===== src/common/fetch_pkg.sv =====
`default_nettype none

package fetch_pkg;

  // Address and data path width of the core
  localparam int XLEN = 32;

  // Instruction memory holds 64 words, indexed by pc bits 2 and above
  localparam int IMEM_DEPTH = 64;
  localparam int IMEM_AW = $clog2(IMEM_DEPTH);

  // Direct-mapped BTB geometry
  localparam int BTB_ENTRIES = 8;
  localparam int BTB_IW = $clog2(BTB_ENTRIES);

  // Canonical NOP, addi x0,x0,0
  localparam logic [31:0] I_NOP = 32'h0000_0013;

  // First fetch address after reset
  localparam logic [XLEN-1:0] RESET_PC = '0;

  // Prediction attached to one fetch address
  typedef struct packed {
    logic            hit;
    logic            taken;
    logic [XLEN-1:0] target;
  } fetch_pred_t;

  // Redirect from the back end, valid for one cycle
  typedef struct packed {
    logic            valid;
    logic [XLEN-1:0] target;
  } redirect_t;

  // BTB write request, pc selects the entry and supplies the tag
  typedef struct packed {
    logic            valid;
    logic [XLEN-1:0] pc;
    logic [XLEN-1:0] target;
    logic            taken;
  } btb_update_t;

  // Program load port, one word per strobe
  typedef struct packed {
    logic               we;
    logic [IMEM_AW-1:0] addr;
    logic [31:0]        data;
  } imem_load_t;

  // One slot leaving the fetch stage
  typedef struct packed {
    logic            valid;
    logic [31:0]     instr;
    logic [XLEN-1:0] pc;
    logic [XLEN-1:0] pc_plus4;
    fetch_pred_t     pred;
  } fetch_out_t;

endpackage

`default_nettype wire


===== src/design/btb.sv =====
`timescale 1ns/1ps
`default_nettype none

module btb (
  input  logic                        clk,
  input  logic                        rst_n,
  input  logic [fetch_pkg::XLEN-1:0]  lookup_pc,
  output fetch_pkg::fetch_pred_t      pred,
  input  fetch_pkg::btb_update_t      upd
);
  import fetch_pkg::*;

  // Entry state, valid bits are the only part with a reset
  logic [BTB_ENTRIES-1:0] valid_q;
  logic [XLEN-1:BTB_IW+2] tag_q    [BTB_ENTRIES];
  logic [XLEN-1:0]        target_q [BTB_ENTRIES];
  logic                   taken_q  [BTB_ENTRIES];

  logic [BTB_IW-1:0] lidx;
  logic [BTB_IW-1:0] uidx;
  logic              hit;

  // Index from the bits right above the byte offset
  assign lidx = lookup_pc[BTB_IW+1:2];
  assign uidx = upd.pc[BTB_IW+1:2];

  // Tag covers every pc bit above the index
  assign hit = valid_q[lidx] && (tag_q[lidx] == lookup_pc[XLEN-1:BTB_IW+2]);

  // Combinational lookup, answers pc_next in the same cycle
  always_comb begin
    pred.hit    = hit;
    pred.taken  = hit && taken_q[lidx];
    pred.target = target_q[lidx];
  end

  always_ff @(posedge clk) begin
    if (!rst_n) begin
      valid_q <= '0;
    end else if (upd.valid) begin
      valid_q[uidx] <= 1'b1;
    end
  end

  // New contents show up on lookups from the cycle after the strobe
  always_ff @(posedge clk) begin
    if (upd.valid) begin
      tag_q[uidx]    <= upd.pc[XLEN-1:BTB_IW+2];
      target_q[uidx] <= upd.target;
      taken_q[uidx]  <= upd.taken;
    end
  end

  // The back end must hand over word aligned branch and target addresses
  a_upd_aligned: assert property (@(posedge clk) disable iff (!rst_n)
    upd.valid |-> (upd.target[1:0] == 2'b00) && (upd.pc[1:0] == 2'b00))
    else $error("btb: misaligned update pc %h target %h", upd.pc, upd.target);

endmodule

`default_nettype wire


===== src/design/fetch_ctrl.sv =====
`timescale 1ns/1ps
`default_nettype none

module fetch_ctrl (
  input  logic                        clk,
  input  logic                        rst_n,
  input  logic                        stall,
  input  fetch_pkg::redirect_t        redirect,
  input  fetch_pkg::fetch_pred_t      pred,
  output logic [fetch_pkg::XLEN-1:0]  pc_next,
  output logic                        fetch_en,
  output logic                        flush
);
  import fetch_pkg::*;

  logic            ready;
  logic [XLEN-1:0] pc;
  fetch_pred_t     pred_q;
  logic            started;
  logic            reissue;

  assign ready = !stall;

  // The BRAM keeps reading during reset so the reset PC word is already loaded
  assign fetch_en = !rst_n || ready;

  // A redirect squashes the slot captured on the same edge
  assign flush = redirect.valid;

  // Next fetch address, issued early to the BRAM and the BTB
  // The stage drops the slot captured on the first edge after reset and on a
  // flushed edge, so the address of that slot is issued a second time
  always_comb begin
    if (!ready) begin
      pc_next = pc;
    end else if (redirect.valid) begin
      pc_next = redirect.target;
    end else if (reissue) begin
      pc_next = pc;
    end else if (pred_q.hit && pred_q.taken) begin
      pc_next = pred_q.target;
    end else begin
      pc_next = pc + XLEN'(4);
    end
  end

  // pc is the address issued in the previous fetch cycle
  // pred_q is the BTB answer for that address and steers the next one
  always_ff @(posedge clk) begin
    if (!rst_n) begin
      pc      <= RESET_PC;
      pred_q  <= '0;
      started <= 1'b0;
      reissue <= 1'b1;
    end else if (fetch_en) begin
      pc      <= pc_next;
      pred_q  <= pred;
      started <= 1'b1;
      // Mirrors the validity rule of the fetch stage
      reissue <= !started || redirect.valid;
    end
  end

  // Redirect and BTB targets come from other blocks and must stay word aligned
  a_pc_next_aligned: assert property (@(posedge clk) disable iff (!rst_n)
    fetch_en |-> pc_next[1:0] == 2'b00)
    else $error("fetch_ctrl: misaligned pc_next %h", pc_next);

endmodule

`default_nettype wire


===== src/design/fetch_top.sv =====
`timescale 1ns/1ps
`default_nettype none

module fetch_top (
  input  logic                    clk,
  input  logic                    rst_n,
  input  logic                    stall,
  input  fetch_pkg::redirect_t    redirect,
  input  fetch_pkg::btb_update_t  btb_upd,
  input  fetch_pkg::imem_load_t   imem_load,
  output fetch_pkg::fetch_out_t   fetch
);
  import fetch_pkg::*;

  // Early fetch address, shared by the BRAM, the BTB and the stage
  logic [XLEN-1:0] pc_next;

  // Equals ready out of reset and is also high during reset
  logic fetch_en;
  logic flush;

  // BTB answer for pc_next
  fetch_pred_t pred;

  // Registered BRAM word
  logic [31:0] imem_rdata;

  fetch_ctrl ctrl_i (
    .clk      (clk),
    .rst_n    (rst_n),
    .stall    (stall),
    .redirect (redirect),
    .pred     (pred),
    .pc_next  (pc_next),
    .fetch_en (fetch_en),
    .flush    (flush)
  );

  imem_bram imem_i (
    .clk   (clk),
    .ren   (fetch_en),
    .raddr (pc_next),
    .rdata (imem_rdata),
    .load  (imem_load)
  );

  btb btb_i (
    .clk       (clk),
    .rst_n     (rst_n),
    .lookup_pc (pc_next),
    .pred      (pred),
    .upd       (btb_upd)
  );

  // Stage ready shares the BRAM enable so the buffers and rdata move together
  // Reset dominates inside the stage, so the extra reset term changes nothing
  fetch_stage_bram stage_i (
    .clk        (clk),
    .rst_n      (rst_n),
    .ready      (fetch_en),
    .flush      (flush),
    .fetch_addr (pc_next),
    .pred_in    (pred),
    .imem_rdata (imem_rdata),
    .out        (fetch)
  );

endmodule

`default_nettype wire


===== src/design/imem_bram.sv =====
`timescale 1ns/1ps
`default_nettype none

module imem_bram (
  input  logic                        clk,
  input  logic                        ren,
  input  logic [fetch_pkg::XLEN-1:0]  raddr,
  output logic [31:0]                 rdata,
  input  fetch_pkg::imem_load_t       load
);
  import fetch_pkg::*;

  logic [31:0]        mem [IMEM_DEPTH];
  logic [IMEM_AW-1:0] ridx;

  // Word index, byte offset bits are ignored
  assign ridx = raddr[IMEM_AW+1:2];

  // Single clock, read and write ports
  // rdata only moves when ren is high, which keeps the word stable over a stall
  always_ff @(posedge clk) begin
    if (load.we) begin
      mem[load.addr] <= load.data;
    end
    if (ren) begin
      rdata <= mem[ridx];
    end
  end

  // Read-during-write returns the old word, worth a note when it happens
  a_no_rw_collision: assert property (@(posedge clk)
    !(ren && load.we && load.addr == ridx))
    else $warning("imem_bram: read and write to word %0d in one cycle", ridx);

endmodule

`default_nettype wire


===== src/fetch_stage/fetch_stage_bram.sv =====
`timescale 1ns/1ps
`default_nettype none

module fetch_stage_bram (
  input  logic                        clk,
  input  logic                        rst_n,
  input  logic                        ready,
  input  logic                        flush,
  input  logic [fetch_pkg::XLEN-1:0]  fetch_addr,
  input  fetch_pkg::fetch_pred_t      pred_in,
  input  logic [31:0]                 imem_rdata,
  output fetch_pkg::fetch_out_t       out
);
  import fetch_pkg::*;

  // Address side of the slot, lined up with the BRAM output
  logic [XLEN-1:0] pc_q;
  logic [XLEN-1:0] pc_plus4_q;

  // Buffered prediction for the same address
  logic            pred_hit_q;
  logic            pred_taken_q;
  logic [XLEN-1:0] pred_target_q;

  // Validity tracking
  logic started;
  logic valid_q;

  // The BRAM reads fetch_addr on the same edge these registers capture it,
  // so after the edge the address, prediction and rdata describe one slot
  // These keep tracking through a flush, only the slot's valid bit drops
  always_ff @(posedge clk) begin
    if (ready) begin
      pc_q          <= fetch_addr;
      pc_plus4_q    <= fetch_addr + XLEN'(4);
      pred_target_q <= pred_in.target;
    end
  end

  // Prediction flags are control, they start low after reset
  always_ff @(posedge clk) begin
    if (!rst_n) begin
      pred_hit_q   <= 1'b0;
      pred_taken_q <= 1'b0;
    end else if (ready) begin
      pred_hit_q   <= pred_in.hit;
      pred_taken_q <= pred_in.taken;
    end
  end

  // First ready edge after reset only arms started
  // The slot captured on that edge is dropped
  // A flush marks the slot captured on the same edge as empty
  always_ff @(posedge clk) begin
    if (!rst_n) begin
      started <= 1'b0;
      valid_q <= 1'b0;
    end else if (ready) begin
      started <= 1'b1;
      valid_q <= started && !flush;
    end
  end

  // Slot assembly
  // Instruction comes straight from the BRAM register, NOP when the slot is empty
  always_comb begin
    out.valid       = valid_q;
    out.instr       = valid_q ? imem_rdata : I_NOP;
    out.pc          = pc_q;
    out.pc_plus4    = pc_plus4_q;
    out.pred.hit    = pred_hit_q;
    out.pred.taken  = pred_taken_q;
    out.pred.target = pred_target_q;
  end

  // A slot can only turn valid on an edge where the stage advanced
  a_valid_on_ready: assert property (@(posedge clk) disable iff (!rst_n)
    $rose(out.valid) |-> $past(ready))
    else $error("fetch_stage_bram: valid rose without ready");

endmodule

`default_nettype wire


===== config.mk =====
export PLATFORM = sky130hd
export DESIGN_NAME = fetch_top
export DESIGN_NICKNAME = d
export VERILOG_FILES = /design/src/common/fetch_pkg.sv /design/src/design/btb.sv /design/src/design/fetch_ctrl.sv /design/src/design/fetch_top.sv /design/src/design/imem_bram.sv /design/src/fetch_stage/fetch_stage_bram.sv
export SDC_FILE = /design/constraint.sdc
export NUM_CORES = 2
export LEC_CHECK = 0
export ABC_AREA = 1
export BUFFER_PORTS_ARGS = -buffer_cell sky130_fd_sc_hd__buf_2
export CORE_MARGIN = 8
export CORE_UTILIZATION = 65
export CTS_BUF_LIST = sky130_fd_sc_hd__clkbuf_2
export DETAILED_ROUTE_END_ITERATION = 8
export MAX_ROUTING_LAYER = met4
export PLACE_DENSITY = 0.82
export SYNTH_ARGS = -nofsm -noshare
export SYNTH_HDL_FRONTEND = slang
export SYNTH_SLANG_ARGS = --single-unit

===== constraint.sdc =====
create_clock -name clk -period 7.02 [get_ports clk]
set_clock_uncertainty 0.2 [all_clocks]
set_input_delay 0.702 -clock clk [delete_from_list [all_inputs] [get_ports clk]]
set_output_delay 0.702 -clock clk [all_outputs]
set_load 0.005 [all_outputs]

==> run_results.csv <==
group,metric,value,unit
min_path,hold_class,"input pin to flop",
synthesis,synth_edf_count,2654,
global_routing,antenna_found_initial,16,
pwr,power.switching,8.723,mW
cts,clock_latency,1.89,ns
setup_path,worst_r2r_path_depth,23,
layout,nFillCells,10300,
synthesis,ys_async_sr_fraction,0,%
routing,drcViolationCount,0,
timing,finalHoldViolations,0,
status,outcome,"finished clean",
pwr,p_leak,41.98,nW
flow_run,drv_cap,0,
global_routing,grt_usage,33.80,%
cts,cts_buffer_depth,4,
floorplan,initial_core_util,65.14,%
global_routing,grt_pass1_vias,74710,
floorplan,core,168500,um^2
routing,drtAntennaViolNets,0,
cts,htreeDepth,6,
layout,seq_area,81240,um^2
floorplan,design.die.area,182300,um^2
layout,drive_above_1_share,17.23,%
setup_path,cp.arrival,8.04,ns
synthesis,synth_cells,8311,
timing,hold_ws,0.1529,ns
pwr,pwr-share-clk,30.9,%
min_path,min_path_cells,2,
routing,avgRoutedWirePerCell,26.00,um
floorplan,pin_count,272,
timing,rsz0062_at_grt,"no",
timing,min_period,6.602,ns
synthesis,ys.flop_type,"edfxtp_1",
placement,globalplace.congestion,0.9679,
placement,placed_cells,10370,
synthesis,synth_cell_type_count,51,
global_routing,grt_max_degree,176,
pwr,p_per_area,259.6,nW/um^2
setup_path,cp-start-kind,"flop",
synthesis,mappedNetlistArea,109800,um^2
pwr,p_seq_share,57.6,%
cts,cts_tree,"built",
synthesis,yosys_warnings,0,
layout,layout.cells.non_filler,11830,
layout,multi_input_area,25680,um^2
timing,maxSlewHeadroom,20.17,%
layout,nNetsFinal,9291,
synthesis,synth_nets,8454,
floorplan,die_w,427.0,um
placement,numPortBuffers,269,
floorplan,die_y,427.0,um
setup_path,worstPathMaxFanout,87,
timing,period_share,94.04,%
pwr,vdd_drop_max,245.0,uV
timing,worst_slew_pin_slew,1.197,ns
routing,first_pass_iters,6,
global_routing,grt_pass1_wl,449800,um
cts,cts_buffers,650,
pwr,comb_power_share,11.4,%
synthesis,seq_area_frac_synth,74.00,%
cts,cts_num_sinks,2731,
cts,path_clk_slew,0.12,ns
cts,cts_setup_buffers,0,
routing,viasPerCell,6.477,
timing,timing.fmax,0.1515,GHz
cts,clockRootBuffer,"clkbuf_2",
layout,synthToLayoutAreaGrowth,11.65,%
routing,via_count,76610,
synthesis,avgSynthCellArea,13.21,um^2
pwr,netSwitchingFraction,27.42,%
placement,hpwl,158000,um
setup_path,cp.required,8.45,ns
synthesis,synth_seq_cells,2731,
timing,setup_violations,0,
floorplan,num_rows,151,
timing,slew_viol_final,0,
timing,fin_tns_setup,0,ns
routing,drt-initial-drc-count,11050,
routing,totalWireLength,307500,um
setup_path,cp-end-kind,"flop",
global_routing,grt.overflow.total,0,
setup_path,crit_type,"flop to flop",
pwr,intPower,23.09,mW
final cells by class:
cell class,count,area share [%]
Inverter,155,0.4931
Clock inverter,133,0.5472
Timing Repair Buffer,783,5.516
Multi-Input combinational cell,4827,20.95
Sequential cell,2731,66.28
Clock buffer,953,3.891
Antenna cell,27,0.05512
Tap cell,2218,2.264
power by group through the flow:
stage / Combinational (mW) / Clock (mW) / Sequential [mW]
6_report: 3.63 / 9.84 / 18.3
5_1_grt: 3.88 / 10.7 / 18.4
3_3_place_gp: 3.19 / 0 / 18.7
3_5_place_dp: 3.32 / 0 / 18.7
4_1_cts: 3.54 / 9.84 / 18.3
2_1_floorplan: 2.09 / 0 / 18.7
state kept, by name, summed over array words and instances, names as in the netlist:
register and cells:
imem_i.mem 2048, btb_i.target_q 256, btb_i.tag_q 216, ctrl_i.pred_q 33, ctrl_i.pc 32, imem_i.rdata 32
stage_i.pc_q 32, stage_i.pred_target_q 32, stage_i.pc_plus4_q 30, btb_i.taken_q 8, btb_i.valid_q 8, ctrl_i.reissue 1
ctrl_i.started 1, stage_i.pred_hit_q 1, stage_i.valid_q 1
placed cells by master (no fill, tap or decap), types with 12 or more instances in the layout:
master | netlist | final
nor2_1 | 1502 | 1438
clkbuf_2 | 1 | 953
o21ai_0 | 748 | 748
clkinv_1 | 3 | 108
dfxtp_1 | 77 | 76
o311ai_1 | 195 | 195
buf_12 | 0 | 44
nor2_4 | 1 | 66
o22ai_1 | 129 | 129
o32ai_1 | 192 | 192
o21ai_1 | 46 | 46
a221oi_1 | 15 | 15
inv_1 | 138 | 137
o21bai_1 | 244 | 244
diode_2 | 0 | 27
nor2_2 | 13 | 12
dlygate4sd3_1 | 0 | 322
nand2_1 | 612 | 610
a21oi_1 | 54 | 54
o311ai_0 | 47 | 47
or2_2 | 79 | 79
nand4_1 | 18 | 18
o221ai_1 | 14 | 14
xor2_1 | 28 | 28
nand3_1 | 563 | 563
buf_2 | 203 | 269
buf_4 | 46 | 138
inv_2 | 14 | 23
edfxtp_1 | 2654 | 2654
o211ai_1 | 260 | 260
worst paths after layout:
kind                                 startpoint                               to  slack, ns
setup / recovery    ctrl_i.reissue$_SDFFE_PN1P_  stage_i.pred_hit_q$_SDFFE_PN0P_       0.42
hold / removal                    imem_load[21]     imem_i.mem[15][21]$_DFFE_PP_       0.15
setup reg to reg    ctrl_i.reissue$_SDFFE_PN1P_  stage_i.pred_hit_q$_SDFFE_PN0P_       0.42
hold reg to reg   btb_i.valid_q[4]$_SDFFE_PN0P_    btb_i.valid_q[4]$_SDFFE_PN0P_       0.29
metrics by stage:
step | utilization [%] | power (mW) | worst slack [ns] | cell area (um^2)
2_1_floorplan | - | 20.77 | 1.276 | 109800
3_3_place_gp | 67.24 | 21.88 | 1.981 | 113300
3_5_place_dp | 67.24 | 22.03 | 1.846 | 113300
4_1_cts | 72.69 | 31.71 | 0.2888 | 122500
5_1_grt | 72.72 | 32.94 | 0.1100 | 122500
6_report | 72.73 | 31.81 | 0.4183 | 122600
synth_stat cells, types with 2 or more instances:
cell type	number	share of area [%]
edfxtp_1	2654	73
nor2_1	1502	5.1
o21ai_0	748	3.4
nand2_1	612	2.1
nand3_1	563	2.6
clkbuf_1	303	1.0
o211ai_1	260	1.8
o21bai_1	244	1.7
buf_2	203	0.93
o311ai_1	195	1.6
o32ai_1	192	1.5
inv_1	138	0.47
o22ai_1	129	0.74
or2_2	79	0.45
dfxtp_1	77	1.4
a21oi_1	54	0.25
o311ai_0	47	0.37
buf_4	46	0.31
o21ai_1	46	0.21
xor2_1	28	0.22
buf_6	25	0.26
buf_1	19	0.065
nand4_1	18	0.10
a221oi_1	15	0.12
inv_2	14	0.048
o221ai_1	14	0.11
nor2_2	13	0.074
nor3_1	11	0.050
nand2_2	9	0.051
a31oi_1	7	0.040
a21oi_2	6	0.048
nand3b_1	6	0.041
nor4_1	6	0.034
and2_1	4	0.023
o21ai_2	4	0.032
clkinv_1	3	0.010
ha_1	2	0.023
nand3_2	2	0.018
cells by family after synthesis:
group	synth area share [%]
compound gates	11.90
xor+xnor	0.2234
fa+ha+maj	0.02279
buf+inv	3.146
flops	74.00
simple gates	10.70
per-layer routing:
metal | vias to the layer above | track usage, % | routed length [um]
li1 | 33250 | - | -
met3 | 1009 | 7.618 | 40050
met2 | 5666 | 53.12 | 147100
met1 | 36680 | 42.20 | 104700
met5 | - | - | 0
met4 | 0 | 16.12 | 15630
repair_timing:
item	in CTS	in global routing
setup endpoints to repair	0	2
gates resized for setup	0	1
hold buffers	344	0
endpoints found under the hold margin	5061	0
critical path, stage by stage (launching register included):
cell           delay, ns
dfxtp_1             0.32
buf_4               0.20
inv_2               0.38
nor2_4              0.20
o21ai_1             0.43
nand2_8             0.50
clkinv_2            0.16
buf_4               0.59
nand3_1             0.16
nand2_1             0.11
nand2_1             0.05
nand2_1             0.19
inv_1               0.06
nand2_1             0.08
nand2_1             0.08
nor2_1              0.09
dlygate4sd3_1       0.56
nand3_1             0.07
dlygate4sd3_1       0.55
nor2_1              0.08
dlygate4sd3_1       0.55
nand2_1             0.07
dlygate4sd3_1       0.59
a21oi_1             0.14
(Power assumes the default switching activity.)
